--- src/common/lc3b_consts.svh ---
`ifndef LC3B_CONSTS_SVH
`define LC3B_CONSTS_SVH

// PC after reset.
`define LC3B_RESET_PC 16'h0000

// Cycles from grant to memory acknowledge.
`define LC3B_MEM_LATENCY 3

// Stored line-address bits and the resulting number of lines.
`define LC3B_MEM_LINE_BITS 6
`define LC3B_MEM_DEPTH (1 << `LC3B_MEM_LINE_BITS)

`endif

--- src/common/lc3b_types.sv ---
package lc3b_types;

    typedef logic [15:0] lc3b_word;
    typedef logic [7:0]  lc3b_byte;

    // Next-PC source.
    typedef enum logic [1:0] {
        PC_PLUS2,
        PC_ALU,
        PC_PCN,
        PC_MDR
    } lc3b_pc_mux_sel;

    // Data-port operation.
    typedef enum logic [2:0] {
        MEM_NONE,
        MEM_LDR,
        MEM_STR,
        MEM_LDB,
        MEM_STB
    } lc3b_mem_op;

endpackage : lc3b_types

--- src/common/lc3b_bus_pkg.sv ---
package lc3b_bus_pkg;

    // One line holds eight 16-bit words.
    typedef logic [127:0] lc3b_line;

    // Address bits 15 to 4.
    typedef logic [11:0] lc3b_line_addr;

    // One write enable per byte lane.
    typedef logic [15:0] lc3b_byte_sel;

    typedef enum logic [1:0] {
        ARB_IDLE,
        ARB_FETCH,
        ARB_DATA
    } lc3b_arb_state;

endpackage : lc3b_bus_pkg

--- src/hw/mem_access/stage_mem_access.sv ---
`timescale 1ns/10ps

module stage_mem_access (
    input  logic                        clk,
    input  logic                        i_rst_n,
    input  lc3b_types::lc3b_mem_op      i_mem_op,
    input  lc3b_types::lc3b_word        i_addr,
    input  lc3b_types::lc3b_word        i_wdata,
    input  logic                        i_ack,
    input  lc3b_bus_pkg::lc3b_line      i_rdata,

    output logic                        o_req,
    output lc3b_bus_pkg::lc3b_line_addr o_addr,
    output logic                        o_we,
    output lc3b_bus_pkg::lc3b_byte_sel  o_sel,
    output lc3b_bus_pkg::lc3b_line      o_wline,
    output lc3b_types::lc3b_word        o_rdata,
    output logic                        o_done,
    output logic                        o_stall_req
);

    logic                 pending;
    logic                 is_byte;
    lc3b_types::lc3b_word load_word;
    lc3b_types::lc3b_byte load_byte;

    assign is_byte = (i_mem_op == lc3b_types::MEM_LDB) || (i_mem_op == lc3b_types::MEM_STB);

    assign o_req  = (i_mem_op != lc3b_types::MEM_NONE) && !pending;
    assign o_addr = i_addr[15:4];
    assign o_we   = (i_mem_op == lc3b_types::MEM_STR) || (i_mem_op == lc3b_types::MEM_STB);

    // Replicate the store data; the lane select picks the target.
    always_comb begin
        if (is_byte) begin
            o_sel   = 16'h0001 << i_addr[3:0];
            o_wline = {16{i_wdata[7:0]}};
        end else begin
            o_sel   = 16'h0003 << {i_addr[3:1], 1'b0};
            o_wline = {8{i_wdata}};
        end
    end

    assign load_word = i_rdata[{i_addr[3:1], 4'b0000} +: 16];
    assign load_byte = i_rdata[{i_addr[3:0], 3'b000} +: 8];

    // Completion flag, also blocks re-issue during done.
    always_ff @(posedge clk) begin
        if (!i_rst_n) begin
            pending <= 1'b0;
        end else begin
            pending <= i_ack;
        end
    end

    always_ff @(posedge clk) begin
        if (i_ack) begin
            if (is_byte) begin
                o_rdata <= {{8{load_byte[7]}}, load_byte};
            end else begin
                o_rdata <= load_word;
            end
        end
    end

    assign o_done      = pending;
    assign o_stall_req = o_req & ~i_ack;

endmodule : stage_mem_access

--- config.mk ---
export PLATFORM = sky130hd
export DESIGN_NAME = stage_mem_access
export DESIGN_NICKNAME = d
export VERILOG_FILES = /design/src/common/lc3b_consts.svh /design/src/common/lc3b_types.sv /design/src/common/lc3b_bus_pkg.sv /design/src/hw/mem_access/stage_mem_access.sv
export SDC_FILE = /design/constraint.sdc
export NUM_CORES = 1
export LEC_CHECK = 0
export BUFFER_PORTS_ARGS = -buffer_cell sky130_fd_sc_hd__buf_4
export CAP_MARGIN = 10
export CORE_AREA = 2 2 134 136
export CTS_BUF_LIST = sky130_fd_sc_hd__clkbuf_4
export CTS_CLUSTER_DIAMETER = 80
export DETAILED_ROUTE_END_ITERATION = 12
export DIE_AREA = 0 0 136 138
export GPL_ROUTABILITY_DRIVEN = 0
export PLACE_DENSITY_LB_ADDON = 0.08
export SLEW_MARGIN = 20
export SYNTH_ARGS = -nofsm -noshare
export SYNTH_HDL_FRONTEND = slang
export SYNTH_SLANG_ARGS = --single-unit
--- constraint.sdc ---
create_clock -name clk -period 1.9 [get_ports clk]
set_input_delay 0.095 -clock clk [delete_from_list [all_inputs] [get_ports clk]]
set_output_delay 0.095 -clock clk [all_outputs]
set_load 0.02 [all_outputs]
**Word level (Yosys, flattened, before mapping)**

Index checks and enable logic that the tools add are counted.
W data, S select, Z words.

- Register bits after elaboration: 17
- Latch bits: 0
- Memory bits (writable): 0
- Memory bits (read-only): 0
- Word-level logic and storage cells: 19
- Memories: 0

- Add/subtract/negate cells: 0
- Multiply operators: 0
- Div/mod/pow operators: 0
- Magnitude comparators: 0
- Equal/unequal tests: 3
- Shifts and indexed selects: 4
- Muxes and demuxes: 3
- Bitwise gates (word level): 2
- Reduce and logical (&&, ||, !) cells: 5

Operators with widths:

| cell | count |
|---|---|
| $mux W128 | 1 |
| $shiftx A128 B8 Y16 | 1 |
| $shiftx A128 B8 Y8 | 1 |
| $mux W16 | 2 |
| $shl A1 B4 Y16 const A | 1 |
| $shl A2 B4 Y16 const A | 1 |
| $eq A3 B2 Y1 const B | 2 |
| $eq A3 B3 Y1 const B | 1 |
| $reduce_bool A3 Y1 | 1 |
| $logic_or A1 B1 Y1 | 2 |
| $and A1 B1 Y1 | 1 |
| $logic_and A1 B1 Y1 | 1 |
| $logic_not A1 Y1 | 1 |
| $not A1 Y1 | 1 |

**Depth between registers and ports, before layout**

Gate-level depths: netlist (run 1).

- Depth in word-level cells: 3
- Depth in mapped cells: 9

**Worst setup path before layout (run 1)**

No wires, ideal clock.

- Path kind: input-to-output
- From: input i_mem_op[0]
- To: output o_wline[104]
- Arrival time: 1.492 ns
- Required time: 1.805 ns
- Setup slack: 0.313 ns
- Stages on the path: 9
- Path buffers: 5
- Cell sequence: and3b_1 -> clkbuf_2 -> or2_1 -> buf_2 -> buf_6 -> buf_6 -> nand2_1 -> nand2_1 -> buf_4

- Longest elaborated chain between the ends: 3
- Elaborated cells between the ends (all ways): 4

RTL lines:

| element | RTL line | source |
|---|---|---|
| start, declared | stage_mem_access.sv:6 | `input lc3b_types::lc3b_mem_op i_mem_op,` |
| $eq A3 B2 Y1 / $eq A3 B3 Y1 (equally long branches) | stage_mem_access.sv:27 | `assign is_byte = (i_mem_op == lc3b_types::MEM_LDB) \|\| (i_mem_op == lc3b_types::MEM_STB);` |
| $logic_or A1 B1 Y1 (*) | stage_mem_access.sv:27 |  |
| $mux W128 (*) | stage_mem_access.sv:35 | `if (is_byte) begin` |
| end, declared | stage_mem_access.sv:16 | `output lc3b_bus_pkg::lc3b_line o_wline,` |

Every way passes the cells marked *; elsewhere a longest branch is shown, timed or not.

**Worst setup path after layout (run 1)**

- From: input i_mem_op[0]
- To: output o_sel[0]

- Longest elaborated chain between the ends: 3
- Elaborated cells between the ends (all ways): 4

RTL lines:

| element | RTL line | source |
|---|---|---|
| $eq A3 B2 Y1 / $eq A3 B3 Y1 (equally long branches) | stage_mem_access.sv:27 |  |
| $logic_or A1 B1 Y1 (*) | stage_mem_access.sv:27 |  |
| $mux W16 (*) | stage_mem_access.sv:35 |  |
| end, declared | stage_mem_access.sv:15 | `output lc3b_bus_pkg::lc3b_byte_sel o_sel,` |

Marks and branches as above.

==> results of run 1 <==
critical path: cells and delay by family:
kind | cells | cell delay (ps)
AOI/OAI and AO/OA | 1 | 190
and+or+nand+nor | 3 | 630
buffers and inverters | 4 | 650
state kept, by name (all words and copies together) (netlist names):
signal	count
o_done	1
o_rdata	16
kinds of logic after synthesis:
| logic type | Yosys count |
|---|---|
| xor gates and xnor gates | 1 |
| and+or+nand+nor | 88 |
| AOI/OAI and AO/OA | 45 |
| DFF | 17 |
| muxes | 83 |
| buffers and inverters | 163 |
placed cells by master, fill, tap and decap left out, types with 2 or more instances in the layout:
cell and count:
a21oi_1 3, a22oi_1 9, a2bb2oi_1 2, a31oi_1 3, and2_1 2, and3_1 2
buf_12 5, buf_4 333, clkbuf_4 4, edfxtp_1 16, inv_1 3, mux2_2 7
mux2i_1 21, mux4_2 53, nand2_1 38, nand3_1 7, nor2_1 23, nor3_1 8
o2111ai_1 2, o211ai_1 11, o21ai_0 4, o221a_1 2, o221ai_1 2, o311ai_1 2
final timing paths:
kind                     from         to  cells after the start
setup / recovery  i_mem_op[0]   o_sel[0]                      8
hold / removal      i_addr[4]  o_addr[0]                      0
per-stage QoR:
step,cell area [um2],hold WS (ps),setup WS (ps)
6_report,5740,190,242
5_1_grt,5740,189,70.8
4_1_cts,5740,190,213
3_5_place_dp,5700,190,53.3
3_3_place_gp,5700,190,44.1
2_1_floorplan,3980,207,313
metal layers:
metal | global-route usage (%) | wire (um)
met1 | 17.4 | 5740
met2 | 29.5 | 8150
met3 | 2.60 | 1260
met4 | 3.56 | 248
met5 | 0 | 0
layout make-up:
class / count / share of cell area (%)
diodes: 1 / 0.0436
clock buffers: 4 / 0.523
inverters: 4 / 0.261
multi-input cells: 217 / 40.0
flip-flops and latches: 17 / 8.72
well taps: 229 / 4.99
repair buffers: 339 / 45.5
power by group:
| part | switching, W | total [W] | internal [W] |
|---|---|---|---|
| Clock | 0.000132 | 0.000228 | 0.0000959 |
| Combinational | 0.000883 | 0.00174 | 0.000857 |
| Sequential | 0.0000241 | 0.000497 | 0.000473 |
==> impl_metrics.json, run 1 <==
{
  "status": "complete, no violations",
  "post-dp-hpwl_um": 13200,
  "avgSynthCellArea_um2": 10.0,
  "totalWireLength_um": 15400,
  "synth_seq_cells": 17,
  "hp-class": "in -> out",
  "synthXorXnorAreaFrac_pct": 0.220,
  "drc": 0,
  "placed_cells": 805,
  "final-seq-area_um2": 500,
  "synth_cells": 397,
  "cpMostUsedCell": "buf_4",
  "numCtsBuffers": 3,
  "die_w_um": 136,
  "nets": 748,
  "yosys_warnings": 0,
  "synth_edf_count": 16,
  "cts_sinks": 17,
  "drtIter0Drc": 128,
  "cts.repair.resized": 0,
  "synthSimpleGateAreaFrac_pct": 9.83,
  "fin_crit_ps": 1660,
  "worstPathArrival_ps": 1560,
  "setup_tns_ps": 0,
  "fin_util_pct": 32.7,
  "core_um2": 17500,
  "netlist_top_cells_count": "buf_4, mux4_2, nand2_1, nor2_1, mux2i_1",
  "initial_utilization_pct": 22.7,
  "cts_setup_buffers": 0,
  "cp_max_fo": 12,
  "cpMaxStageDelayCell": "nor2_1",
  "max_stage_delay_ps": 220,
  "grt_pass1_wl_um": 22300,
  "synth_area_leader_cell": "mux4_2",
  "critical_path_class": "in -> out",
  "grtUsageTotal_pct": 15.4,
  "async_flop_share_pct": 0,
  "hold_viol": 0,
  "htree_levels": 1,
  "synthMuxAreaShare_pct": 38.2,
  "total_power_w": 0.00246,
  "cp-end-kind": "output pin",
  "antenna_found_initial": 1,
  "synthAdderAreaFrac_pct": 0,
  "final_layout_size_suffix_gt1_share_pct": 70.2,
  "ys.flop_type": "edfxtp_1",
  "multi_input_area_um2": 2300,
  "synth_most_common_cell": "buf_4",
  "tritoncts": "done",
  "crit_chain": "buf_4, and3b_1, buf_4, nor2_1, buf_12, o21ai_0, nor3_1, buf_4",
  "fillerInstances": 1854,
  "tightest_slew_ps": 513,
  "areaGrowthSynthToFinish_pct": 44.2,
  "die_area_um2": 18800,
  "cap_violations": 0,
  "fmax_ghz": 0.603,
  "num_io_pins": 342,
  "first_pass_iters": 5,
  "slew_headroom_pct": 65.4,
  "dr_total_vias": 3714,
  "rsz0062_at_grt": "no",
  "rows": 49,
  "io_buffers": 317,
  "detail-route-antenna-nets": 0,
  "cts_hold_buf": 1,
  "clockBufferDepth": 2,
  "synth_compound_area_share_pct": 9.46,
  "yosysTopAreaCellShare_pct": 30.0,
  "synth_top_family_by_area": "multiplexers",
  "die_h_um": 138,
  "slew_violations": 0,
  "ys_types": 46,
  "root_buffer": "clkbuf_4",
  "critPathLaunchType": "primary input",
  "grt_pass1_vias": 3840,
  "fin_crit_sh_pct": 87.3,
  "required_ps": 1800,
  "wl_per_cell_um": 19.0,
  "grt_remaining_overflow": 0,
  "grt_max_degree": 40,
  "viasPerCell": 4.58,
  "syn_area_um2": 3980,
  "power_density_nw_per_um2": 429,
  "yosysSeqAreaShare_pct": 12.6,
  "syn_nets": 563,
  "p_leak_nw": 2.66,
  "final_cells": 811,
  "synthTopCellsByArea": "mux4_2, buf_4, edfxtp_1",
  "vdd_drop_max_mv": 0.172,
  "setup_violations": 0
}
Power figures use the tool's default switching activity.
==> run 2, diff against run 1 <==
--- a/config.mk
+++ b/config.mk
@@ -14,6 +14,7 @@
 export DIE_AREA = 0 0 136 138
 export GPL_ROUTABILITY_DRIVEN = 0
 export PLACE_DENSITY_LB_ADDON = 0.08
+export RECOVER_POWER = 100
 export SLEW_MARGIN = 20
 export SYNTH_ARGS = -nofsm -noshare
 export SYNTH_HDL_FRONTEND = slang
==> run 2 against run 1 <==
Compared with the run above:
- sequential cell count unchanged
- cell count unchanged
- utilization is 3.5 points lower
- routed wire length up 0.71%
- clock power about the same
- sequential share of layout area up 1.1 points
- critical path type is now in -> reg
- largest cell class is now multi-input gates
- first-iteration DRC count down 22%
- critical endpoint is now o_rdata[12]
- hold slack did not move
==> impl_metrics.json, run 2 (same netlist as run 1, synthesis figures left out) <==
{
  "dp_slack_ps": 53.3,
  "crit_chain": "buf_4, buf_12, mux4_2, o211a_1, a31oi_1, o211ai_1",
  "required_ps": 1920,
  "fillerInstances": 2061,
  "grt_remaining_overflow": 0,
  "cp-end-kind": "flip-flop",
  "cap_violations": 0,
  "clk_pin_slew_ps": 120,
  "num_io_pins": 342,
  "root_buffer": "clkbuf_4",
  "die_h_um": 138,
  "power_density_nw_per_um2": 439,
  "numCtsBuffers": 3,
  "totalWireLength_um": 15500,
  "drc": 0,
  "largest_register_ff_count": 16,
  "wl_per_cell_um": 19.1,
  "viasPerCell": 4.57,
  "critical_path_class": "in -> reg",
  "critPathLaunchType": "primary input",
  "cpMaxStageDelayCell": "a31oi_1",
  "status": "complete, no violations",
  "grtUsageTotal_pct": 15.4,
  "io_buffers": 317,
  "rows": 49,
  "mostFrequentLayoutCell": "buf_4",
  "areaGrowthSynthToFinish_pct": 28.6,
  "hold_viol": 0,
  "hp-class": "in -> out",
  "fin_crit_ps": 1760,
  "setup_ws_ps": 136,
  "p_leak_nw": 2.07,
  "htree_levels": 1,
  "die_w_um": 136,
  "rsz0062_at_grt": "no",
  "die_area_um2": 18800,
  "worstPathArrival_ps": 1780,
  "grt_pass1_vias": 3840,
  "final_cell_mix": "buf_4, clkbuf_1, mux4_2",
  "slew_headroom_pct": 21.4,
  "cts_setup_buffers": 0,
  "max_stage_delay_ps": 600,
  "setup_tns_ps": 0,
  "grt_pass1_wl_um": 22300,
  "tritoncts": "done",
  "fin_crit_sh_pct": 92.8,
  "drtIter0Drc": 100,
  "setup_violations": 0,
  "nets": 748,
  "post-dp-hpwl_um": 13200,
  "cp_max_fo": 27,
  "final_layout_size_suffix_gt1_share_pct": 42.9,
  "cts_sinks": 17,
  "tightest_slew_ps": 1180,
  "core_um2": 17500,
  "first_pass_iters": 4,
  "vdd_drop_max_mv": 0.139,
  "dr_total_vias": 3706,
  "initial_utilization_pct": 22.7,
  "slew_violations": 0,
  "regMostFlops": "o_rdata",
  "grt_max_degree": 40,
  "detail-route-antenna-nets": 0,
  "antenna_found_initial": 1,
  "fmax_ghz": 0.567,
  "clockBufferDepth": 2
}
-- run 2: worst paths after layout --
kind	cells past startpoint	startpoint	slack [ps]	endpoint
max	6	i_addr[1]	140	o_rdata[12]
min	0	i_addr[4]	190	o_addr[0]
-- run 2: worst max-delay path, delay by kind of cell --
kind	cells	cell delay (ps)
compound gates	3	970
buf+inv	2	350
mux	1	350
-- run 2: final cells by class --
cell class	count	area [um2]	area share, %
flip-flops and latches	17	500	9.77
multi-input cells	217	2280	44.6
repair buffers	339	2000	39.1
diodes	1	2.50	0.0489
well taps	229	287	5.59
inverters	4	15.0	0.293
clock buffers	4	30.0	0.586
-- run 2: repair_timing --
| item | 4_1_cts | 5_1_grt |
|---|---|---|
| hold buffers | 1 | 0 |
| hold endpoints to repair | 1 | 0 |
| gates resized for setup | 0 | 0 |
-- run 2: report_power, final --
| part | switching, W | internal (W) | total, W |
|---|---|---|---|
| Sequential | 0.0000231 | 0.000473 | 0.000496 |
| Clock | 0.000135 | 0.0000959 | 0.000231 |
| Combinational | 0.000879 | 0.000644 | 0.00152 |
-- run 2: routing by layer --
layer	part of all wire (%)	routed length, um	track usage [%]
met5	0	0	0
met2	52	8130	29.5
met4	1.5	234	3.56
met3	8.5	1310	2.60
met1	38	5820	17.4
-- run 2: metrics by stage --
stage          hold slack (ps)  cell area, um2  total power, W  cells  utilization [%]
4_1_cts                    190            5740         0.00251    810             32.7
5_1_grt                    190            5120         0.00239    811             29.2
3_3_place_gp               190            5700         0.00227    805             32.5
6_report                   190            5120         0.00225    811             29.2
2_1_floorplan              207            3980         0.00167    397                -
3_5_place_dp               190            5700         0.00227    805             32.5
