==> src/common/lc3b_consts.svh <==
`ifndef LC3B_CONSTS_SVH
`define LC3B_CONSTS_SVH

// PC after reset.
`define LC3B_RESET_PC 16'h0000

// Cycles from grant to memory acknowledge.
`define LC3B_MEM_LATENCY 3

// Stored line-address bits and the resulting number of lines.
`define LC3B_MEM_LINE_BITS 6
`define LC3B_MEM_DEPTH (1 << `LC3B_MEM_LINE_BITS)

`endif

==> src/common/lc3b_types.sv <==
package lc3b_types;

    typedef logic [15:0] lc3b_word;
    typedef logic [7:0]  lc3b_byte;

    // Next-PC source.
    typedef enum logic [1:0] {
        PC_PLUS2,
        PC_ALU,
        PC_PCN,
        PC_MDR
    } lc3b_pc_mux_sel;

    // Data-port operation.
    typedef enum logic [2:0] {
        MEM_NONE,
        MEM_LDR,
        MEM_STR,
        MEM_LDB,
        MEM_STB
    } lc3b_mem_op;

endpackage : lc3b_types

==> src/common/lc3b_bus_pkg.sv <==
package lc3b_bus_pkg;

    // One line holds eight 16-bit words.
    typedef logic [127:0] lc3b_line;

    // Address bits 15 to 4.
    typedef logic [11:0] lc3b_line_addr;

    // One write enable per byte lane.
    typedef logic [15:0] lc3b_byte_sel;

    typedef enum logic [1:0] {
        ARB_IDLE,
        ARB_FETCH,
        ARB_DATA
    } lc3b_arb_state;

endpackage : lc3b_bus_pkg

==> src/hw/fetch/stage_if.sv <==
`timescale 1ns/10ps
`include "lc3b_consts.svh"

module stage_if (
    input  logic                        clk,
    input  logic                        i_rst_n,
    input  logic                        i_stall,
    input  lc3b_types::lc3b_pc_mux_sel  i_pc_mux_sel,
    input  lc3b_types::lc3b_word        i_alu,
    input  lc3b_types::lc3b_word        i_pcn,
    input  lc3b_types::lc3b_word        i_mdr,
    input  logic                        i_ack,
    input  lc3b_bus_pkg::lc3b_line      i_rdata,

    output logic                        o_req,
    output lc3b_bus_pkg::lc3b_line_addr o_addr,
    output lc3b_types::lc3b_word        o_ir,
    output lc3b_types::lc3b_word        o_pc_plus2,
    output logic                        o_ir_valid,
    output logic                        o_stall_req
);

    lc3b_types::lc3b_word pc;
    lc3b_types::lc3b_word pc_plus2;
    lc3b_types::lc3b_word pc_next;
    logic                 req_q;

    assign pc_plus2 = pc + 16'd2;

    always_comb begin
        case (i_pc_mux_sel)
            lc3b_types::PC_ALU: pc_next = i_alu;
            lc3b_types::PC_PCN: pc_next = i_pcn;
            lc3b_types::PC_MDR: pc_next = i_mdr;
            default:            pc_next = pc_plus2;
        endcase
    end

    // Fetch is always wanted once out of reset.
    always_ff @(posedge clk) begin
        if (!i_rst_n) begin
            req_q      <= 1'b0;
            pc         <= `LC3B_RESET_PC;
            o_ir_valid <= 1'b0;
        end else begin
            req_q      <= 1'b1;
            o_ir_valid <= i_ack;
            if (i_ack && !i_stall) begin
                pc <= pc_next;
            end
        end
    end

    // Instruction and its PC+2 travel together.
    always_ff @(posedge clk) begin
        if (i_ack) begin
            o_ir       <= i_rdata[{pc[3:1], 4'b0000} +: 16];
            o_pc_plus2 <= pc_plus2;
        end
    end

    assign o_req       = req_q;
    assign o_addr      = pc[15:4];
    assign o_stall_req = o_req & ~i_ack;

endmodule : stage_if

==> config.mk <==
export PLATFORM = sky130hd
export DESIGN_NAME = stage_if
export DESIGN_NICKNAME = d
export VERILOG_FILES = /design/src/common/lc3b_types.sv /design/src/common/lc3b_bus_pkg.sv /design/src/hw/fetch/stage_if.sv
export VERILOG_INCLUDE_DIRS = /design/src /design/src/common
export SDC_FILE = /design/constraint.sdc
export NUM_CORES = 1
export LEC_CHECK = 0
export ABC_AREA = 1
export BUFFER_PORTS_ARGS = -buffer_cell sky130_fd_sc_hd__clkbuf_2
export CAP_MARGIN = 20
export CORE_UTILIZATION = 47
export DETAILED_ROUTE_END_ITERATION = 10
export GPL_ROUTABILITY_DRIVEN = 0
export PLACE_DENSITY = 0.88
export SYNTH_ARGS = -nofsm -noshare
export SYNTH_HDL_FRONTEND = slang
export SYNTH_SLANG_ARGS = --single-unit
==> constraint.sdc <==
create_clock -name clk -period 3.45 [get_ports clk]
set_input_delay 0.5175 -clock clk [delete_from_list [all_inputs] [get_ports clk]]
set_output_delay 0.5175 -clock clk [all_outputs]
set_load 0.005 [all_outputs]
# Yosys cells after proc, flatten, opt, wreduce, memory -nomap -nowiden
# Index checks and enable logic that the tools add are counted.
[word_totals] reg_bits=50 latchBits=0 mem_bits_rw=0 rom_bits=0 inputBits=182 out_inout_bits=47 wordCells=16 memories=0
[op_classes] addsub=1 mul=0 div_mod_pow=0 n_lt_le_gt_ge=0 n_eq_ne=3 shifts=1 mux=2 bitwise=2 n_reduce_logical=2
[ops] op="$shiftx A128 B8 Y16" count=1
[ops] op="$pmux W16 S3" count=1
[ops] op="$add A16 B2 Y16 const B" count=1
[ops] op="$eq A2 B2 Y1 const B" count=2
[ops] op="$eq A2 B1 Y1 const B" count=1
[ops] op="$and A1 B1 Y1" count=1
[ops] op="$logic_and A1 B1 Y1" count=1
[ops] op="$logic_not A1 Y1" count=1
[ops] op="$mux W1" count=1
[ops] op="$not A1 Y1" count=1

# Longest topological paths before layout
# Gate-level depths: netlist of the first run.
[depth] word_depth=2 mapped_depth=8 depth_no_buf=8

# Least setup slack after synthesis of the first run
# OpenSTA, ideal clock, no wires.
[synth_timing] path_kind="flip-flop to flip-flop" from="reg pc[1]" to="reg o_pc_plus2[11] (data pin)" arrival_time_ns=1.172 required_ns=3.195 slack_ns=2.023 path_stages_with_launch=8 n_path_buf=0 path_cell_list="dfxtp_1 ha_1 nand3_2 inv_1 nand3b_1 inv_1 nand2_1 and2_1"
[synth_between] elab_chain_len=1
[synth_lines] item="from (decl)" line="stage_if.sv:23" text="lc3b_types::lc3b_word pc;"
[synth_lines] item="from (signal assigned)" line="stage_if.sv:43" text="pc <= `LC3B_RESET_PC;"
[synth_lines] item="from (signal assigned)" line="stage_if.sv:49" text="pc <= pc_next;"
[synth_lines] item="$add A16 B2 Y16" line="stage_if.sv:28" text="assign pc_plus2 = pc + 16'd2;"
[synth_lines] item="named net pc_plus2[11]" line="stage_if.sv:24" text="lc3b_types::lc3b_word pc_plus2;"
[synth_lines] item="to (signal assigned)" line="stage_if.sv:58" text="o_pc_plus2 <= pc_plus2;"
[synth_lines] item="to (decl)" line="stage_if.sv:18" text="output lc3b_types::lc3b_word o_pc_plus2,"
# The timed path passes the listed nets, and every way through them passes these cells.
# A chain may end at the register's enable or synchronous reset.

# Worst setup path in the final report of the first run
[layout_timing] from="reg pc[1]" to="reg o_ir[4] (data pin)"
[layout_between] elab_chain_len=1
[layout_lines] item="$shiftx A128 B8 Y16" line="stage_if.sv:57" text="o_ir <= i_rdata[{pc[3:1], 4'b0000} +: 16];"
[layout_lines] item="to (signal assigned)" line="stage_if.sv:57"
[layout_lines] item="to (decl)" line="stage_if.sv:17" text="output lc3b_types::lc3b_word o_ir,"
# No other way between the ends.

==> summary.log, run 1 <==
[sta] unrepaired setup endpoints after global routing no
[clock_tree] post-CTS clock slew at the launch and capture registers of the worst setup and hold paths 0.09 ns
[floorplanning] area of the die 8320 sq um
[floorplanning] die width 91.2 um
[sta] summed negative setup slack over all endpoints 0 ns
[layout] number of inserted filler cells in the final layout 673
[placed_design] quantity of I/O buffers inserted on ports 228
[pwr] internal power 0.00107 W
[drt] vias post-DR 4,122
[sta] fmax 517 MHz
[sta] slew of the pin with the lowest slew margin 0.783 ns
[clock_tree] clock sink count 50
[layout] most common library cell in the layout ignoring fill and taps clkbuf_2
[clock_tree] later-pin clock latency in the skew report 0.30 ns
[run] MaxCap Viol Count 0
[grt] first-pass GRT wire length 18,700 um
[placed_design] Setup WS pre-CTS 1.54 ns
[grt] overflow left after global routing 0
[sta] Tmin final 1.93 ns
[synthesis] number of distinct library cell variants in the gate-level netlist after synthesis 34
[placed_design] HPWL Detailed 9220 um
[synthesis] net count after synthesis 680
[drt] number of DRC violations after detailed routing 0
[layout] fin nets 878
[sta] Period Utilization, post-route 0.561
[grt] largest net degree at the start of global routing 66
[pwr] Pwr Density 306 nW/um^2
[hold_path] path class of the lowest-slack min-delay path in -> reg
[sta] setup violation total in the final timing report 0
[critical_path] kind of critical path reg -> reg
[synthesis] flip-flop and latch count after synthesis 50
[pwr] leakage 2.36 nW
[clock_tree] H-tree depth 2
[sta] worst slew margin relative to its limit 0.477
[critical_path] type of origin of the critical path flop
[sta] Worst Clk Skew 0.00968 ns
[drt] Routed wire per std cell 14.5 um
[pwr] peak supply drop 0.170 mV
[floorplanning] core outline area 7730 sq um
[clock_tree] Max clock buf depth 2
[critical_path] highest net fanout along the worst path 47
[drt] DRC violation total after the first TritonRoute iteration 201
[sta] Worst Setup Slack, final 1.52 ns
[grt] initial antenna violation count 0
[layout] FF+latch area 1320 sq um
[drt] Post-DRT Antenna Nets 0
[drt] average vias per placed instance 5.17
[clock_tree] post-cts sizing count 0
[layout] antenna cell count 0
[critical_path] Worst Setup End Kind flop
[drt] number of optimization iterations in the first detailed-route pass 5
[layout] most used cells in the layout excluding fill and tap cells 228 x clkbuf_2, 127 x nand2_1, 80 x nor2_1, 32 x o21ai_0, 32 x edfxtp_1
[clock_tree] number of buffers added to fix hold violations after cts 0
[clock_tree] postcts setup bufs 0
[sta] Final Hold Fails 0
[pwr] clock network fraction of total power 0.266
[drt] total wire length 11,500 um
[sta] final-report max-slew violation count 0
[clock_tree] clock root buffer master clkbuf_8
[status] run status finished clean
[pwr] Sequential Power Share 0.480
[critical_path] crit path from pc[1]
[layout] area growth from synthesis to layout 29.8%
[layout] Multi-input gate area 2020 sq um
[grt] overall global routing resource usage 0.281
[critical_path] required time worst endpoint 3.51 ns
[synthesis] Yosys warning count 0
[synthesis] Post-Syn Instances 497
[pwr] net switching power 0.000418 W
[layout] fraction of final layout cells with drive strength greater than 1 0.414
[floorplanning] number of ports placed on the die boundary 229
[grt] vias in the first global route 3,986
[pwr] share of total power consumed by net switching 0.281
[synthesis] Post-Synthesis Mean Instance Area 7.52 sq um
[floorplanning] number of standard-cell rows in the floorplan 32
[critical_path] data arrival at the endpoint of the critical path 2.00 ns
[floorplanning] Vert. Die Dim 91.2 um
[synthesis] post-synth design cell area 3740 sq um
[critical_path] Crit Reg-Reg Startpoint pc[1]
[hold_path] hold wc startpoint i_rst_n
[pwr] power consumption 0.00149 W
[pwr] combinational share of power 0.253
[synthesis] fraction of the yosys area taken by sequential cells 0.353
[clock_tree] number of buffers added by the clock tree synthesis step 5
[floorplanning] starting density of the core 0.484
[clock_tree] TritonCTS clock tree built
-- flip-flops by register name (all words and copies together) (netlist names) --
name,flops
o_ir,16
o_pc_plus2,16
o_ir_valid,1
pc,16
o_req,1
-- path summary, 6_finish.rpt --
kind	slack, ns	to	depth (start not counted)
setup / recovery	1.52	o_ir[4]	5
hold / removal	0.42	o_req	1
setup reg to reg	1.52	o_ir[4]	5
hold reg to reg	0.44	o_pc_plus2[0]	0
-- layout make-up --
class                           count  share of cell area
Multi-Input combinational cell    380               0.417
Sequential cell                    50               0.273
Timing Repair Buffer              232               0.241
Tap cell                          102              0.0263
Clock buffer                        8              0.0229
Inverter                           26              0.0201
-- synthesized netlist by cell type, drive strengths merged --
cell | n | area, sq um
nand2 | 137 | 539
nor2 | 89 | 387
o21ai | 37 | 185
edfxtp | 32 | 961
buf | 31 | 250
inv | 26 | 97.6
nand3 | 26 | 180
a21oi | 22 | 155
dfxtp | 18 | 360
mux2i | 16 | 160
o22ai | 16 | 100
o32ai | 16 | 140
clkbuf | 9 | 33.8
xor2 | 5 | 58.8
and2 | 4 | 25.0
nand4 | 4 | 25.0
a21boi | 2 | 15.0
xnor2 | 2 | 17.5
a41oi | 1 | 8.76
dlymetal6s2s | 1 | 12.5
ha | 1 | 12.5
nand3b | 1 | 7.51
o211ai | 1 | 7.51
-- worst max-delay path, stage by stage, from the launching register on --
cell and delay, ns:
dfxtp_2 0.63, buf_4 0.52, mux2i_1 0.27, o22ai_1 0.10, nand2_1 0.10, nand2_1 0.06
-- metal layers --
metal	vias up	track usage	part of all wire
met4	0	0.112	0.035
li1	2063	-	-
met2	209	0.511	0.50
met1	1815	0.326	0.39
met3	35	0.0503	0.067
met5	-	0	0
-- through the flow --
step / hold WS, ns / util / std cells / area, sq um
global placement: 0.415 / 0.614 / 790 / 4740
floorplan: 0.409 / - / 497 / 3740
global route: 0.412 / 0.628 / 798 / 4860
CTS: 0.426 / 0.628 / 798 / 4860
detailed placement: 0.416 / 0.614 / 790 / 4740
finish: 0.423 / 0.628 / 798 / 4860
-- power by group through the flow --
stage	clock (W)	combinational [W]	sequential, W
6_report	0.000396	0.000377	0.000714
5_1_grt	0.000423	0.000417	0.000719
3_5_place_dp	0	0.000376	0.000728
2_1_floorplan	0	0.000204	0.000719
3_3_place_gp	0	0.000364	0.000727
4_1_cts	0.000402	0.000377	0.000715
-- kinds of logic after synthesis --
kind of cell	share of synthesized area
XOR/XNOR	0.0204
adder cells (fa/ha/maj)	0.00335
AO/OA/AOI/OAI	0.164
multiplexers	0.0428
flip-flops	0.353
AND/OR/NAND/NOR	0.311
buffers and inverters	0.105
No activity file was read; power rests on OpenSTA's default activity.
==> run 2: changes to the inputs <==
CORE_UTILIZATION = 44   (was 47)
PLACE_DENSITY = 0.84   (was 0.88)
clock period = 1.8 ns   (was 3.45 ns; I/O delays follow)
==> run 2 against run 1 <==
Hold slack worse by 0.27 ns. Routed wire length fell by 1.7%. Design area increased by 0.80%. Die area increased by 6.7%. Sequential share of layout area decreased by 0.22 points. Clock skew shrank 0.0039 ns. Fmax rose by 20%. Clock power up 67%. Cell count up 0.75%. Critical path depth unchanged. Clock-buffer cell count is 2 lower. Critical path type unchanged. Highest routed layer unchanged.
==> summary.log, run 2 (synthesized netlist as in run 1, its figures left out) <==
[status] run status finished clean
[layout] post-route cell area 4890 sq um [+0.80%]
[critical_path] type of origin of the critical path flop
[floorplanning] core outline area 8220 sq um [+6.3%]
[pwr] Pwr Density 563 nW/um^2 [+84%]
[hold_path] path class of the lowest-slack min-delay path in -> reg
[drt] number of optimization iterations in the first detailed-route pass 4 [-1]
[placed_design] quantity of I/O buffers inserted on ports 228 [unchanged]
[critical_path] required time worst endpoint 1.97 ns [-1.54 ns]
[drt] Routed wire per std cell 14.1 um [-2.4%]
[clock_tree] H-tree depth 2 [unchanged]
[sta] Worst Clk Skew 0.00581 ns [-0.00388 ns]
[clock_tree] clock root buffer master clkbuf_8
[sta] Tmin final 1.61 ns [-0.323 ns]
[drt] Post-DRT Antenna Nets 0 [unchanged]
[grt] first-pass GRT wire length 17,100 um [-8.4%]
[grt] largest net degree at the start of global routing 65 [-1.5%]
[sta] worst slew margin relative to its limit 0.641 [+0.164]
[sta] slew of the pin with the lowest slew margin 0.539 ns [-0.244 ns]
[drt] total wire length 11,400 um [-1.7%]
[critical_path] Worst Setup End Kind flop
[clock_tree] TritonCTS clock tree built
[critical_path] Cell Chain, Critical Path buf_4 > o21ai_0 > o32ai_1 > nand2_1 > nand2_1
[layout] core occupancy in the finished layout 0.596 [-0.0327]
[sta] final-report max-slew violation count 0 [unchanged]
[layout] fin nets 881 [+0.34%]
[layout] registers with the most flip-flops o_ir (16), o_pc_plus2 (16), pc (16)
[floorplanning] die width 94.2 um [+3.3%]
[layout] antenna cell count 0 [unchanged]
[placed_design] Setup WS pre-CTS 0.239 ns [-1.30 ns]
[pwr] peak supply drop 0.305 mV [+79%]
[critical_path] Most Frequent Cell on Critical Path nand2_1
[run] MaxCap Viol Count 0 [unchanged]
[clock_tree] number of buffers added to fix hold violations after cts 0 [unchanged]
[critical_path] slowest stage cell, crit path buf_4
[critical_path] data arrival at the endpoint of the critical path 1.78 ns [-0.22 ns]
[grt] vias in the first global route 3,784 [-5.1%]
[floorplanning] starting density of the core 0.455 [-0.0288]
[drt] number of DRC violations after detailed routing 0 [unchanged]
[layout] number of inserted filler cells in the final layout 772 [+15%]
[sta] fmax 621 MHz [+20%]
[clock_tree] clock sink count 50 [unchanged]
[hold_path] Hold Path Stages 1 [unchanged]
[critical_path] kind of critical path reg -> reg
[floorplanning] number of ports placed on the die boundary 229 [unchanged]
[floorplanning] Vert. Die Dim 94.2 um [+3.3%]
[sta] summed negative setup slack over all endpoints 0 ns [unchanged]
[drt] average vias per placed instance 5.18 [+0.29%]
[clock_tree] postcts setup bufs 0 [unchanged]
[critical_path] R2R depth 5 [unchanged]
[layout] area growth from synthesis to layout 30.9%
[layout] most common library cell in the layout ignoring fill and taps clkbuf_2
[layout] fraction of final layout cells with drive strength greater than 1 0.416 [+0.00252]
[drt] vias post-DR 4,165 [+1.0%]
[clock_tree] post-cts sizing count 0 [unchanged]
[drt] DRC violation total after the first TritonRoute iteration 112 [-44%]
[clock_tree] Max clock buf depth 2 [unchanged]
[sta] Final Hold Slack 0.158 ns [-0.266 ns]
[sta] Period Utilization, post-route 0.895 [+0.334]
[clock_tree] later-pin clock latency in the skew report 0.30 ns [about the same]
[sta] Final Hold Fails 0 [unchanged]
[grt] initial antenna violation count 0 [unchanged]
[sta] Worst Setup Slack, final 0.189 ns [-1.33 ns]
[sta] unrepaired setup endpoints after global routing no
[placed_design] Post-Place Cell Area 4810 sq um [+1.3%]
[sta] setup violation total in the final timing report 0 [unchanged]
[placed_design] HPWL Detailed 9230 um [about the same]
[clock_tree] number of buffers added by the clock tree synthesis step 5 [unchanged]
[critical_path] highest net fanout along the worst path 64 [+36%]
[grt] overflow left after global routing 0 [unchanged]
[floorplanning] number of standard-cell rows in the floorplan 33 [+3.1%]
[floorplanning] area of the die 8870 sq um [+6.7%]
[clock_tree] post-CTS clock slew at the launch and capture registers of the worst setup and hold paths 0.10 ns [about the same]
[layout] most used cells in the layout excluding fill and tap cells 228 x clkbuf_2, 127 x nand2_1, 80 x nor2_1, 32 x o21ai_0, 32 x edfxtp_1
[critical_path] maximum single-stage delay on the critical path 0.44 ns [-0.19 ns]
[pwr] leakage 2.38 nW [+0.78%]
[grt] overall global routing resource usage 0.249 [-0.0321]
## run 2: changes by cell type in the layout (fill, tap and decap cells not counted), sizes merged
cell,before,now
clkbuf,236,234
clkinv,0,2
buf,4,7
## run 2: area by class of cell
type / instances / area (sq um) / share of cell area
Inverter: 26 / 97.6 / 0.0199
Sequential cell: 50 / 1320 / 0.270
Timing Repair Buffer: 235 / 1230 / 0.252
Tap cell: 105 / 131 / 0.0268
Clock buffer: 6 / 72.6 / 0.0148
Multi-Input combinational cell: 380 / 2020 / 0.414
Clock inverter: 2 / 13.8 / 0.00281
## run 2: critical path: cells and delay by family (launching register included)
| family | cells | cell delay (ns) |
|---|---|---|
| AO/OA/AOI/OAI | 2 | 0.40 |
| buffers and inverters | 1 | 0.44 |
| flip-flops | 1 | 0.37 |
| AND/OR/NAND/NOR | 2 | 0.21 |
## run 2: where the power goes
group	switching, W	total [W]	internal (W)	leakage [nW]
registers	0.0000404	0.00135	0.00131	0.468
clock network	0.000385	0.000661	0.000275	0.0452
logic	0.000393	0.000744	0.000351	1.86
total	0.000818	0.00276	0.00194	2.38
## run 2: routing by layer
metal	global-route usage	wire length (um)	vias to the layer above
met3	0.0510	857	29
met2	0.467	5820	207
met5	0	0	-
met4	0.106	353	0
li1	-	-	2068
met1	0.267	4330	1861
## run 2: worst paths after layout
check               start       endpoint  slack (ns)
setup reg to reg    pc[2]        o_ir[7]        0.19
hold / removal    i_rst_n          o_req        0.16
hold reg to reg     pc[0]  o_pc_plus2[0]        0.45
setup / recovery    pc[2]        o_ir[7]        0.19
## run 2: metrics by stage
step / total power, W / std cells
floorplan: 0.00177 / 497
global placement: 0.00210 / 796
detailed placement: 0.00213 / 796
CTS: 0.00279 / 804
global route: 0.00291 / 804
finish: 0.00276 / 804
