===== src/common/lc3b_consts.svh =====
`ifndef LC3B_CONSTS_SVH
`define LC3B_CONSTS_SVH

// PC after reset.
`define LC3B_RESET_PC 16'h0000

// Cycles from grant to memory acknowledge.
`define LC3B_MEM_LATENCY 3

// Stored line-address bits and the resulting number of lines.
`define LC3B_MEM_LINE_BITS 6
`define LC3B_MEM_DEPTH (1 << `LC3B_MEM_LINE_BITS)

`endif


===== src/common/lc3b_bus_pkg.sv =====
package lc3b_bus_pkg;

    // One line holds eight 16-bit words.
    typedef logic [127:0] lc3b_line;

    // Address bits 15 to 4.
    typedef logic [11:0] lc3b_line_addr;

    // One write enable per byte lane.
    typedef logic [15:0] lc3b_byte_sel;

    typedef enum logic [1:0] {
        ARB_IDLE,
        ARB_FETCH,
        ARB_DATA
    } lc3b_arb_state;

endpackage : lc3b_bus_pkg


===== src/hw/mem_arbiter.sv =====
`timescale 1ns/10ps

module mem_arbiter (
    input  logic                        clk,
    input  logic                        i_rst_n,
    input  logic                        i_if_req,
    input  lc3b_bus_pkg::lc3b_line_addr i_if_addr,
    input  logic                        i_dp_req,
    input  lc3b_bus_pkg::lc3b_line_addr i_dp_addr,
    input  logic                        i_dp_we,
    input  lc3b_bus_pkg::lc3b_byte_sel  i_dp_sel,
    input  lc3b_bus_pkg::lc3b_line      i_dp_wline,
    input  logic                        i_mem_ack,

    output logic                        o_if_ack,
    output logic                        o_dp_ack,
    output logic                        o_mem_req,
    output lc3b_bus_pkg::lc3b_line_addr o_mem_addr,
    output logic                        o_mem_we,
    output lc3b_bus_pkg::lc3b_byte_sel  o_mem_sel,
    output lc3b_bus_pkg::lc3b_line      o_mem_wline
);

    lc3b_bus_pkg::lc3b_arb_state state;
    lc3b_bus_pkg::lc3b_arb_state state_next;
    logic                        data_granted;

    // Data port wins a tie.
    always_comb begin
        state_next = state;
        case (state)
            lc3b_bus_pkg::ARB_IDLE: begin
                if (i_dp_req) begin
                    state_next = lc3b_bus_pkg::ARB_DATA;
                end else if (i_if_req) begin
                    state_next = lc3b_bus_pkg::ARB_FETCH;
                end
            end
            default: begin
                if (i_mem_ack) begin
                    state_next = lc3b_bus_pkg::ARB_IDLE;
                end
            end
        endcase
    end

    always_ff @(posedge clk) begin
        if (!i_rst_n) begin
            state <= lc3b_bus_pkg::ARB_IDLE;
        end else begin
            state <= state_next;
        end
    end

    assign data_granted = (state == lc3b_bus_pkg::ARB_DATA);

    assign o_mem_req   = (state != lc3b_bus_pkg::ARB_IDLE);
    assign o_mem_addr  = data_granted ? i_dp_addr : i_if_addr;
    assign o_mem_we    = data_granted & i_dp_we;
    assign o_mem_sel   = data_granted ? i_dp_sel : '0;
    assign o_mem_wline = i_dp_wline;

    assign o_if_ack = (state == lc3b_bus_pkg::ARB_FETCH) & i_mem_ack;
    assign o_dp_ack = data_granted & i_mem_ack;

endmodule : mem_arbiter


===== config.mk =====
export PLATFORM = sky130hd
export DESIGN_NAME = mem_arbiter
export DESIGN_NICKNAME = d
export VERILOG_FILES = /design/src/common/lc3b_consts.svh /design/src/common/lc3b_bus_pkg.sv /design/src/hw/mem_arbiter.sv
export SDC_FILE = /design/constraint.sdc
export NUM_CORES = 1
export LEC_CHECK = 0
export ABC_AREA = 1
export BUFFER_PORTS_ARGS = -buffer_cell sky130_fd_sc_hd__buf_2
export CAP_MARGIN = 10
export CORE_AREA = 2 2 131 133
export CTS_CLUSTER_SIZE = 10
export DETAILED_ROUTE_END_ITERATION = 16
export DIE_AREA = 0 0 133 135
export PLACE_DENSITY_LB_ADDON = 0.1
export SLEW_MARGIN = 20
export SYNTH_ARGS = -nofsm -noshare
export SYNTH_HDL_FRONTEND = slang
export SYNTH_SLANG_ARGS = --single-unit

===== constraint.sdc =====
create_clock -name clk -period 2.15 [get_ports clk]
set_clock_uncertainty 0.1 [all_clocks]
set_input_delay 0.215 -clock clk [delete_from_list [all_inputs] [get_ports clk]]
set_output_delay 0.215 -clock clk [all_outputs]
set_load 0.005 [all_outputs]

# Word-level counts from Yosys, hierarchy flattened
# Index checks and enable logic that the tools add are counted.
dict set report op_classes {
  n_eq_ne 3
  n_mux 6
  bitwise 3
  reduce_logical 4
}
# cell count
set op_table {}
lappend op_table {{16-bit two-way mux} 1}
lappend op_table {{12-bit two-way mux} 1}
lappend op_table {{2-bit two-way mux} 4}
lappend op_table {{2-bit nonzero test} 2}
lappend op_table {{1-bit bitwise AND} 3}
lappend op_table {{3-bit inequality test (second input constant)} 1}
lappend op_table {{2-bit by 1-bit equality test with 1-bit output (second input constant)} 1}
lappend op_table {{2-bit equality test (second input constant)} 1}
lappend op_table {{2-bit zero test} 1}
lappend op_table {{2-bit AND reduction} 1}
dict set report word_totals {
  ff_bits 2
  in_bits 174
  out_inout_bits 160
}

# Longest topological paths before layout
# Gate-level depths: netlist of run 1.
dict set report logic_depth {
  word_depth 3
  depth_mapped 5
}

# Worst setup path after synthesis of run 1
# No wires, ideal clock.
dict set report synth_path {
  path_type {flip-flop to output port}
  from {register state[1]}
  to {output port o_mem_sel[10]}
  arrival_ns 0.755
  t_required_ns 1.835
  path_slack_ns 1.080
  path_stages_with_launch 5
  path_cell_list {dfxtp_1 > buf_6 > nand2_2 > buf_4 > nor2_1}
}
dict set report synth_via {
  elab_chain_len 2
}
# item line_no
set synth_lines {}
lappend synth_lines {{start: declaration} mem_arbiter.sv:24} ;# lc3b_bus_pkg::lc3b_arb_state state;
lappend synth_lines {{start signal: assignment} mem_arbiter.sv:49} ;# state <= lc3b_bus_pkg::ARB_IDLE;
lappend synth_lines {{start signal: assignment} mem_arbiter.sv:51} ;# state <= state_next;
lappend synth_lines {{2-bit equality test} mem_arbiter.sv:55} ;# assign data_granted = (state == lc3b_bus_pkg::ARB_DATA);
lappend synth_lines {{16-bit two-way mux} mem_arbiter.sv:60} ;# assign o_mem_sel = data_granted ? i_dp_sel : '0;
lappend synth_lines {{end: declaration} mem_arbiter.sv:20} ;# output lc3b_bus_pkg::lc3b_byte_sel o_mem_sel,
# Every way passes these cells.

# Worst setup path in the final report of run 1
dict set report layout_path {
  from {register state[0]}
  to {output port o_mem_sel[5]}
}
# The elaborated chain is that of the path after synthesis.

==> reports/qor.yml, run 1 <==
synth:
  yosys.area_share.simple_pct: 17.6
  postSynthCellCount: 222
  synth_top_family_by_area: "buffers and inverters"
  synth_fa_ha_area_share_pct: 0
  synth_compound_area_share_pct: 1.07
  synth_area_leaders: "buf_4 (69%), nand2_1 (7.2%), inv_1 (5.6%)"
  ys_ff_latch: 2
  yosys_warnings: 0
  yosysTopAreaCellShare_pct: 69.0
  syn-num-nets: 396
  syn_area_per_cell_um2: 6.32
  synth_top_area_cell: "buf_4"
  yosysUniqueCellTypes: 12
  synth.area.mux_share_pct: 0
  seq_area_frac_synth_pct: 2.85
  synth_xor_area_share_pct: 0
  syn_area_um2: 1400
setup_path:
  rrSetupSlack_ns: 0.95
  r2r_cells: 5
  worstReg2RegEnd: "state[0]"
  timing.rr.start: "state[1]"
  cp-end-kind: "primary output"
  crit_path_start_kind: "register"
  critPathMaxStageDelay_ns: 0.37
  crit_type: "reg -> out"
  required_ns: 1.84
  crit_path_max_fanout: 18
  cp_slowest_cell: "dfxtp_1"
  cp_cell_sequence: "inv_2, nand2_2, buf_4, nor2_1, buf_2"
  arrival_ns: 1.39
global_route:
  grt_max_degree: 19
  met1_usage_pct: 3.98
  grt.busiest_layer: "met2"
  grtUsageMet3_pct: 1.80
  grt_usage_pct: 4.54
  grt_pass1_wl_mm: 5.91
  use_met2_pct: 7.63
  grt-ovfl-total: 0
  grt_pass1_vias: 949
  antenna_found_initial: 0
sta:
  fmax_ghz: 0.585
  fin_setup_tns_ns: 0
  worst_pin_slew_ns: 0.325
  fin_crit_sh_pct: 79.5
  rsz0062_at_grt: "no"
  finalCriticalPeriod_ns: 1.71
  slew_viol_final: 0
  hold_violations: 0
  finalSetupViolCount: 0
  relSlewSlack_pct: 78.3
route:
  postRouteAntennaNets: 0
  via_count: 941
  vias_per_cell: 2.41
  firstDrtPassIters: 2
  wl_per_cell_um: 11.2
  totalWireLength_mm: 4.39
  first_iter_violations: 31
  drc: 0
run_status:
  status: "finished clean"
clock_network:
  clock_sinks: 2
  postCtsResizedCells: 0
  post_cts_buffers: 0
  cts_buffer_depth: 2
  tritoncts: "done"
  h-tree-depth: 1
  postCtsHoldBufs: 0
  clkLatencyLatePin_ns: 0.22
  cts_root_buffer: "clkbuf_16"
  clkSlewWorstSetupHoldPaths_ns: 0.03
  numCtsBuffers: 3
placement:
  gp_congestion: 0.663
  dp_cells: 388
  dpl.hpwl_mm: 3.53
  port_buffers: 77
  place_area_um2: 1070
floorplanning:
  ios: 334
  num_rows: 47
  die_width_um: 133
  start_util_pct: 8.56
  die_y_um: 135
  core-area_um2: 16400
  die-area_um2: 18000
finish:
  fin_util_pct: 6.97
  antennaDiodeCount: 0
  finalNetCount: 347
  largest-register: "state"
  reg_top3: "state (2)"
  area_growth_pct: -18.5
  fin_area_um2: 1140
  layoutNonFillerInstCount: 391
  largest_reg_flops: 2
  num-fill-cells: 1969
  drive_gt1_share_pct: 49.7
power_and_ir_drop:
  peakVddDrop_mv: 0.173
  powerDensity_nw_per_um2: 448
  p_leak_nw: 0.670
job:
  max-cap-violations: 0
min_path:
  hp-start: "i_rst_n"
  holdPathEnd: "state[1]"
  hold_depth: 3
  min_path_type: "in -> reg"
worst max-delay path: cells and delay by family (launching register included):
kind                   cells  cell delay [ns]
buffers and inverters      3             0.48
DFF                        1             0.37
and+or+nand+nor            2             0.31
through the flow:
| stage | hold WS (ns) | power (mW) | setup slack, ns |
|---|---|---|---|
| after floorplan | 0.247 | 0.329 | 1.08 |
| after global placement | 0.330 | 0.246 | 0.613 |
| after detailed placement | 0.330 | 0.243 | 0.594 |
| after CTS | 0.160 | 0.528 | 0.358 |
| after global routing | 0.172 | 0.552 | 0.266 |
| final | 0.161 | 0.512 | 0.441 |
report_power, final:
| group | internal, mW | leakage (nW) | switching [mW] |
|---|---|---|---|
| Combinational | 0.0869 | 0.616 | 0.102 |
| Clock | 0.237 | 0.0370 | 0.0421 |
| Sequential | 0.0408 | 0.0165 | 0.00294 |
| Total | 0.364 | 0.670 | 0.148 |
worst max path at each step:
stage,start,end,slack [ns],depth (start not counted)
CTS,state[0],o_mem_sel[5],0.36,5
global route,state[0],o_mem_sel[14],0.27,5
detailed placement,state[0],o_mem_sel[5],0.59,5
global placement,state[0],o_mem_sel[15],0.61,5
floorplan,state[1],o_mem_sel[10],1.08,4
finish,state[0],o_mem_sel[5],0.44,5
routing by layer:
layer / wire length, µm / share of wire [%] / vias to the layer above
li1: - / - / 425
met1: 1370 / 31 / 369
met2: 2110 / 48 / 85
met3: 472 / 11 / 62
met4: 441 / 10 / 0
met5: 0 / 0 / -
Yosys cell counts (all sizes together):
master	count
buf	134
nand2	28
inv	22
nor2	20
nand3	12
a21oi	3
dfxtp	2
nor3	1
final cells by class:
type	instances	area, µm²	share of cell area [%]
Inverter	22	82.6	7.22
Clock buffer	3	75.1	6.56
Timing Repair Buffer	80	408	35.7
Tap cell	220	275	24.1
Sequential cell	2	40.0	3.50
Multi-Input combinational cell	64	263	23.0
kinds of logic (layout without fill, tap and decap cells):
logic type	count (synthesis)	count (layout)
compound gates	3	3
flops	2	2
buf+inv	156	105
simple gates	61	61
placed cells by master, fill, tap and decap left out:
cell type   n
inv_2       1
nand2_1    27
buf_2      77
nor2_1     20
nand2_2     1
buf_4       3
dfxtp_1     2
inv_1      21
nor3_1      1
a21oi_1     3
clkbuf_16   3
nand3_1    12
Power figures use the tool's default switching activity.
==> run 2: changes to the inputs <==
--- a/config.mk
+++ b/config.mk
@@ -8,10 +8,10 @@
 export ABC_AREA = 1
 export BUFFER_PORTS_ARGS = -buffer_cell sky130_fd_sc_hd__buf_2
 export CAP_MARGIN = 10
-export CORE_AREA = 2 2 131 133
+export CORE_AREA = 2 2 129 131
 export CTS_CLUSTER_SIZE = 10
 export DETAILED_ROUTE_END_ITERATION = 16
-export DIE_AREA = 0 0 133 135
+export DIE_AREA = 0 0 131 133
 export PLACE_DENSITY_LB_ADDON = 0.1
 export SLEW_MARGIN = 20
 export SYNTH_ARGS = -nofsm -noshare
==> constraint.sdc (replaced) <==
create_clock -name clk -period 1.8 [get_ports clk]
set_clock_uncertainty 0.1 [all_clocks]
set_input_delay 0.18 -clock clk [delete_from_list [all_inputs] [get_ports clk]]
set_output_delay 0.18 -clock clk [all_outputs]
set_load 0.005 [all_outputs]
==> run 2 against run 1 <==
Non-clock buffer count is 1 higher. Worst hold slack worse by 0.051 ns. First-iteration DRC count is 81% lower. Cell count up 0.26%. Die area fell by 3.0%. Clock power grew 18%. Count of clock-buffer cells in the layout is the same. Setup slack worse by 0.24 ns. Global-route usage shrank 0.52 points. Critical path depth unchanged. Routed wire length fell by 12%.
==> reports/qor.yml, run 2 (same netlist as run 1, synthesis figures left out) <==
run_status:
  status: "finished clean"  # unchanged
global_route:
  grt_max_degree: 16  # was 19
  grt-ovfl-total: 0  # unchanged
  grt_pass1_vias: 945  # was 949
  antenna_found_initial: 0  # unchanged
  grt_pass1_wl_mm: 4.95  # was 5.91 mm
  grt_usage_pct: 4.03  # was 4.54%
route:
  vias_per_cell: 2.48  # was 2.41
  route.met2.wl_mm: 1.82  # was 2.11 mm
  drc: 0  # unchanged
  postRouteAntennaNets: 0  # unchanged
  wl_per_cell_um: 9.82  # was 11.2 µm
  totalWireLength_mm: 3.85  # was 4.39 mm
  routed.top_layer: "met4"  # unchanged
  via_count: 973  # was 941
  first_iter_violations: 6  # was 31
  met3_length_um: 653  # was 472 µm
  firstDrtPassIters: 2  # unchanged
  drt-met1-wl_um: 975  # was 1.37 mm
setup_path:
  cp_num_buf_inv: 2  # was 3
  timing.rr.start: "state[1]"  # unchanged
  worstReg2RegEnd: "state[0]"  # unchanged
  cp_slowest_cell: "dfxtp_1"  # unchanged
  cp_common_cell: "nand2_1"
  cp_cell_sequence: "nand2_2, buf_4, nand2_1, nand2_1, buf_2"  # was inv_2, nand2_2, buf_4, nor2_1, buf_2
  required_ns: 1.52  # was 1.84 ns
  r2r_cells: 4  # was 5
  cp-end-kind: "primary output"  # unchanged
  crit_path_start_kind: "register"  # unchanged
  arrival_ns: 1.32  # was 1.39 ns
  crit_family: "flip-flops"  # was buffers and inverters
  crit_path_max_fanout: 15  # was 18
  rrSetupSlack_ns: 0.72  # was 0.95 ns
  crit_type: "reg -> out"  # unchanged
  critPathMaxStageDelay_ns: 0.54  # was 0.37 ns
  startpoint: "state[1]"  # was state[0]
finish:
  drive_gt1_share_pct: 50.0  # was 49.7%
  finalNetCount: 348  # was 347
  largest_reg_flops: 2  # unchanged
  largest-register: "state"  # unchanged
  reg_top3: "state (2)"  # unchanged
  final_cell_mix: "buf_2 (77), nand2_1 (27), inv_1 (21)"  # unchanged
  antennaDiodeCount: 0  # unchanged
  area_growth_pct: -17.1  # was -18.5%
  num-fill-cells: 1936  # was 1969
  mostFrequentLayoutCell: "buf_2"  # unchanged
sta:
  fin_crit_sh_pct: 88.9
  worst_pin_slew_ns: 0.391  # was 0.325 ns
  hold_violations: 0  # unchanged
  finalCriticalPeriod_ns: 1.60
  relSlewSlack_pct: 73.9  # was 78.3%
  finalSetupViolCount: 0  # unchanged
  slew_viol_final: 0  # unchanged
  fmax_ghz: 0.625
  rsz0062_at_grt: "no"  # unchanged
  fin_setup_tns_ns: 0  # unchanged
power_and_ir_drop:
  power_mw: 0.612  # was 0.512 mW
  peakVddDrop_mv: 0.196  # was 0.173 mV
  p_leak_nw: 0.677  # was 0.670 nW
  powerDensity_nw_per_um2: 526  # was 448 nW/µm²
min_path:
  min_path_type: "in -> reg"  # unchanged
  hp-start: "i_rst_n"  # unchanged
  hold_depth: 3  # unchanged
  holdPathEnd: "state[1]"  # unchanged
placement:
  gp_congestion: 0.598  # was 0.663
  dpl.hpwl_mm: 3.22  # was 3.53 mm
  port_buffers: 77  # unchanged
clock_network:
  post_cts_buffers: 0  # unchanged
  h-tree-depth: 1  # unchanged
  tritoncts: "done"  # unchanged
  clkSlewWorstSetupHoldPaths_ns: 0.03  # about the same
  postCtsHoldBufs: 0  # unchanged
  clock_sinks: 2  # unchanged
  numCtsBuffers: 3  # unchanged
  clkLatencyLatePin_ns: 0.22  # about the same
  cts_root_buffer: "clkbuf_16"  # unchanged
  cts_buffer_depth: 2  # unchanged
  postCtsResizedCells: 0  # unchanged
floorplanning:
  die_width_um: 131  # was 133 µm
  die-area_um2: 17400  # was 18000 µm²
  die_y_um: 133  # was 135 µm
  ios: 334  # unchanged
  start_util_pct: 8.68  # was 8.56%
  core-area_um2: 16200  # was 16400 µm²
  num_rows: 47  # unchanged
job:
  max-cap-violations: 0  # unchanged
run 2: changes by cell type in the layout (fill, tap and decap cells not counted):
| cell | change |
|---|---|
| buf_12 | +1 |
run 2: layout make-up:
type / count / area (µm²) / share of cell area (%)
tap: 220 / 275 / 23.7
sequential: 2 / 40.0 / 3.44
multi-input combinational: 64 / 263 / 22.6
clock buffer: 3 / 75.1 / 6.45
inverter: 22 / 82.6 / 7.10
timing repair buffer: 81 / 428 / 36.8
run 2: per-layer routing:
layer | vias up | track usage, %
li1 | 428 | -
met2 | 103 | 7.02
met4 | 0 | 5.02
met1 | 390 | 2.49
met5 | - | 0
met3 | 52 | 2.22
run 2: how the worst max path moves through the flow:
| stage | endpoint | slack, ns | cells past startpoint |
|---|---|---|---|
| after floorplan | o_mem_sel[10] | 0.77 | 4 |
| after global placement | o_if_ack | 0.40 | 4 |
| after detailed placement | o_mem_addr[3] | 0.40 | 6 |
| after CTS | o_mem_addr[3] | 0.16 | 6 |
| after global routing | o_mem_addr[3] | 0.08 | 5 |
| final | o_mem_addr[6] | 0.20 | 5 |
run 2: metrics by stage:
step	utilization (%)	worst slack, ns	hold WS, ns	instances	cell area (µm²)
floorplan	-	0.765	0.212	222	1400
global placement	6.73	0.397	0.260	389	1090
detailed placement	6.73	0.395	0.260	389	1090
CTS	7.20	0.163	0.117	392	1160
global route	7.20	0.0809	0.121	392	1160
finish	7.20	0.200	0.110	392	1160
run 2: power breakdown:
part | leakage (nW) | switching (mW) | total [mW] | internal [mW]
Sequential | 0.0165 | 0.00845 | 0.0571 | 0.0487
Combinational | 0.624 | 0.115 | 0.225 | 0.111
Clock | 0.0370 | 0.0472 | 0.329 | 0.282
Total | 0.677 | 0.170 | 0.612 | 0.442
run 2: tightest hold or removal path: stages:
cell and delay (ns):
buf_2 0.09, inv_1 0.06, a21oi_1 0.04
==> run 3: changes to the inputs <==
--- a/config.mk
+++ b/config.mk
@@ -12,7 +12,7 @@
 export CTS_CLUSTER_SIZE = 10
 export DETAILED_ROUTE_END_ITERATION = 16
 export DIE_AREA = 0 0 131 133
-export PLACE_DENSITY_LB_ADDON = 0.1
+export RECOVER_POWER = 100
 export SLEW_MARGIN = 20
 export SYNTH_ARGS = -nofsm -noshare
 export SYNTH_HDL_FRONTEND = slang
==> run 3 against run 2 <==
Cell count stayed put. Die area did not move. Non-clock buffer count is the same. Via count rose by 3.8%. Critical path depth rose by 1. Critical endpoint is now o_mem_addr[5]. Combinational power hardly changed. Largest power group unchanged. Highest routed layer is now met5. Register-to-register slack about the same. Design area decreased by 1.8%.
==> reports/qor.yml, run 3 (same netlist as run 1, synthesis figures left out) <==
global_route:
  grt_pass1_vias: 1009  # was 945
  antenna_found_initial: 1  # was 0
  grt_pass1_wl_mm: 6.02  # was 4.95 mm
  grt_max_degree: 17  # was 16
  grt_usage_pct: 4.95  # was 4.03%
  grt-ovfl-total: 0  # unchanged
clock_network:
  clock_sinks: 2  # unchanged
  h-tree-depth: 1  # unchanged
  cts_root_buffer: "clkbuf_16"  # unchanged
  tritoncts: "done"  # unchanged
  postCtsResizedCells: 0  # unchanged
  post_cts_buffers: 0  # unchanged
  cts_buffer_depth: 2  # unchanged
  numCtsBuffers: 3  # unchanged
  clkSlewWorstSetupHoldPaths_ns: 0.03  # about the same
  postCtsHoldBufs: 0  # unchanged
  clkLatencyLatePin_ns: 0.22  # about the same
route:
  wl_per_cell_um: 12.1  # was 9.82 µm
  postRouteAntennaNets: 0  # unchanged
  via_count: 1010  # was 973
  drc: 0  # unchanged
  first_iter_violations: 16  # was 6
  firstDrtPassIters: 4  # was 2
  vias_per_cell: 2.58  # was 2.48
  totalWireLength_mm: 4.73  # was 3.85 mm
finish:
  drive_gt1_share_pct: 39.5  # was 50.0%
  fin_util_pct: 7.06  # was 7.20%
  reg_top3: "state (2)"  # unchanged
  final_cell_mix: "buf_2 (56), nand2_1 (27), inv_1 (22)"  # was buf_2 (77), nand2_1 (27), inv_1 (21)
  largest-register: "state"  # unchanged
  mostFrequentLayoutCell: "buf_2"  # unchanged
  finalNetCount: 348  # unchanged
  antennaDiodeCount: 0  # unchanged
  area_growth_pct: -18.6  # was -17.1%
  num-fill-cells: 1920  # was 1936
  largest_reg_flops: 2  # unchanged
floorplanning:
  die_width_um: 131  # unchanged
  die-area_um2: 17400  # unchanged
  num_rows: 47  # unchanged
  die_y_um: 133  # unchanged
  start_util_pct: 8.68  # unchanged
  ios: 334  # unchanged
  core-area_um2: 16200  # unchanged
setup_path:
  crit_path_start_kind: "register"  # unchanged
  arrival_ns: 1.34  # was 1.32 ns
  startpoint: "state[0]"  # was state[1]
  endpoint: "o_mem_addr[5]"  # was o_mem_addr[6]
  rrSetupSlack_ns: 0.72  # about the same
  worstReg2RegEnd: "state[0]"  # unchanged
  crit_type: "reg -> out"  # unchanged
  crit_path_max_fanout: 13  # was 15
  required_ns: 1.52  # about the same
  timing.rr.start: "state[1]"  # unchanged
  cp-end-kind: "primary output"  # unchanged
  r2r_cells: 5  # was 4
power_and_ir_drop:
  power_mw: 0.610  # was 0.612 mW
  peakVddDrop_mv: 0.446  # was 0.196 mV
  powerDensity_nw_per_um2: 534  # was 526 nW/µm²
  p_leak_nw: 0.614  # was 0.677 nW
sta:
  hold_violations: 0  # unchanged
  slew_viol_final: 0  # unchanged
  finalSetupViolCount: 0  # unchanged
  worst_pin_slew_ns: 0.334  # was 0.391 ns
  fmax_ghz: 0.617  # was 0.625 GHz
  finalCriticalPeriod_ns: 1.62  # was 1.60 ns
  fin_setup_tns_ns: 0  # unchanged
  rsz0062_at_grt: "no"  # unchanged
  relSlewSlack_pct: 77.6  # was 73.9%
  fin_crit_sh_pct: 90.1  # was 88.9%
placement:
  dpl.hpwl_mm: 3.79  # was 3.22 mm
  gp_congestion: 0.573  # was 0.598
  port_buffers: 77  # unchanged
run_status:
  status: "finished clean"  # unchanged
job:
  max-cap-violations: 0  # unchanged
min_path:
  min_path_type: "in -> reg"  # unchanged
run 3: cell count changes in the layout (fill, tap and decap cells not counted), sizes merged:
cell / change
buf: -21
clkbuf: +21
run 3: power breakdown:
part	switching (mW)	leakage [nW]	internal (mW)
registers	0.00310	0.0165	0.0487
logic	0.123	0.561	0.104
clock network	0.0482	0.0370	0.282
run 3: final cells by class:
class / instances / area, µm² / area share [%]
tap: 220 / 275 / 24.1
multi-input combinational: 64 / 263 / 23.0
clock buffer: 3 / 75.1 / 6.57
sequential: 2 / 40.0 / 3.50
timing repair buffer: 81 / 407 / 35.6
inverter: 22 / 82.6 / 7.23
run 3: worst min path at each step:
| stage | from | slack [ns] | depth (start not counted) | end |
|---|---|---|---|---|
| finish | i_rst_n | 0.11 | 3 | state[1] |
| global route | i_mem_ack | 0.14 | 4 | state[0] |
| global placement | i_dp_wline[108] | 0.26 | 0 | o_mem_wline[108] |
| floorplan | i_rst_n | 0.21 | 2 | state[1] |
| detailed placement | i_dp_wline[108] | 0.26 | 0 | o_mem_wline[108] |
| CTS | i_rst_n | 0.10 | 3 | state[1] |
run 3: critical path: stages (launching register included):
cell and delay [ns]:
dfxtp_1 0.36, inv_1 0.08, nand2_2 0.27, buf_12 0.18
nand2_1 0.05, nand2_1 0.05, clkbuf_1 0.12
run 3: metrics by stage:
stage          hold slack (ns)  setup WS (ns)  instance area, µm²  cells
6_report                 0.109          0.179                1140    392
5_1_grt                  0.143         0.0393                1140    392
4_1_cts                  0.102          0.126                1160    392
3_5_place_dp             0.260          0.363                1090    389
3_3_place_gp             0.260          0.403                1090    389
2_1_floorplan            0.212          0.765                1400    222
run 3: metal layers:
metal / track usage, % / vias to the layer above / wire, µm
met4: 7.80 / 2 / 709
met5: 0 / - / 13
met2: 5.67 / 138 / 1620
li1: - / 429 / -
met3: 4.00 / 90 / 927
met1: 4.15 / 351 / 1450
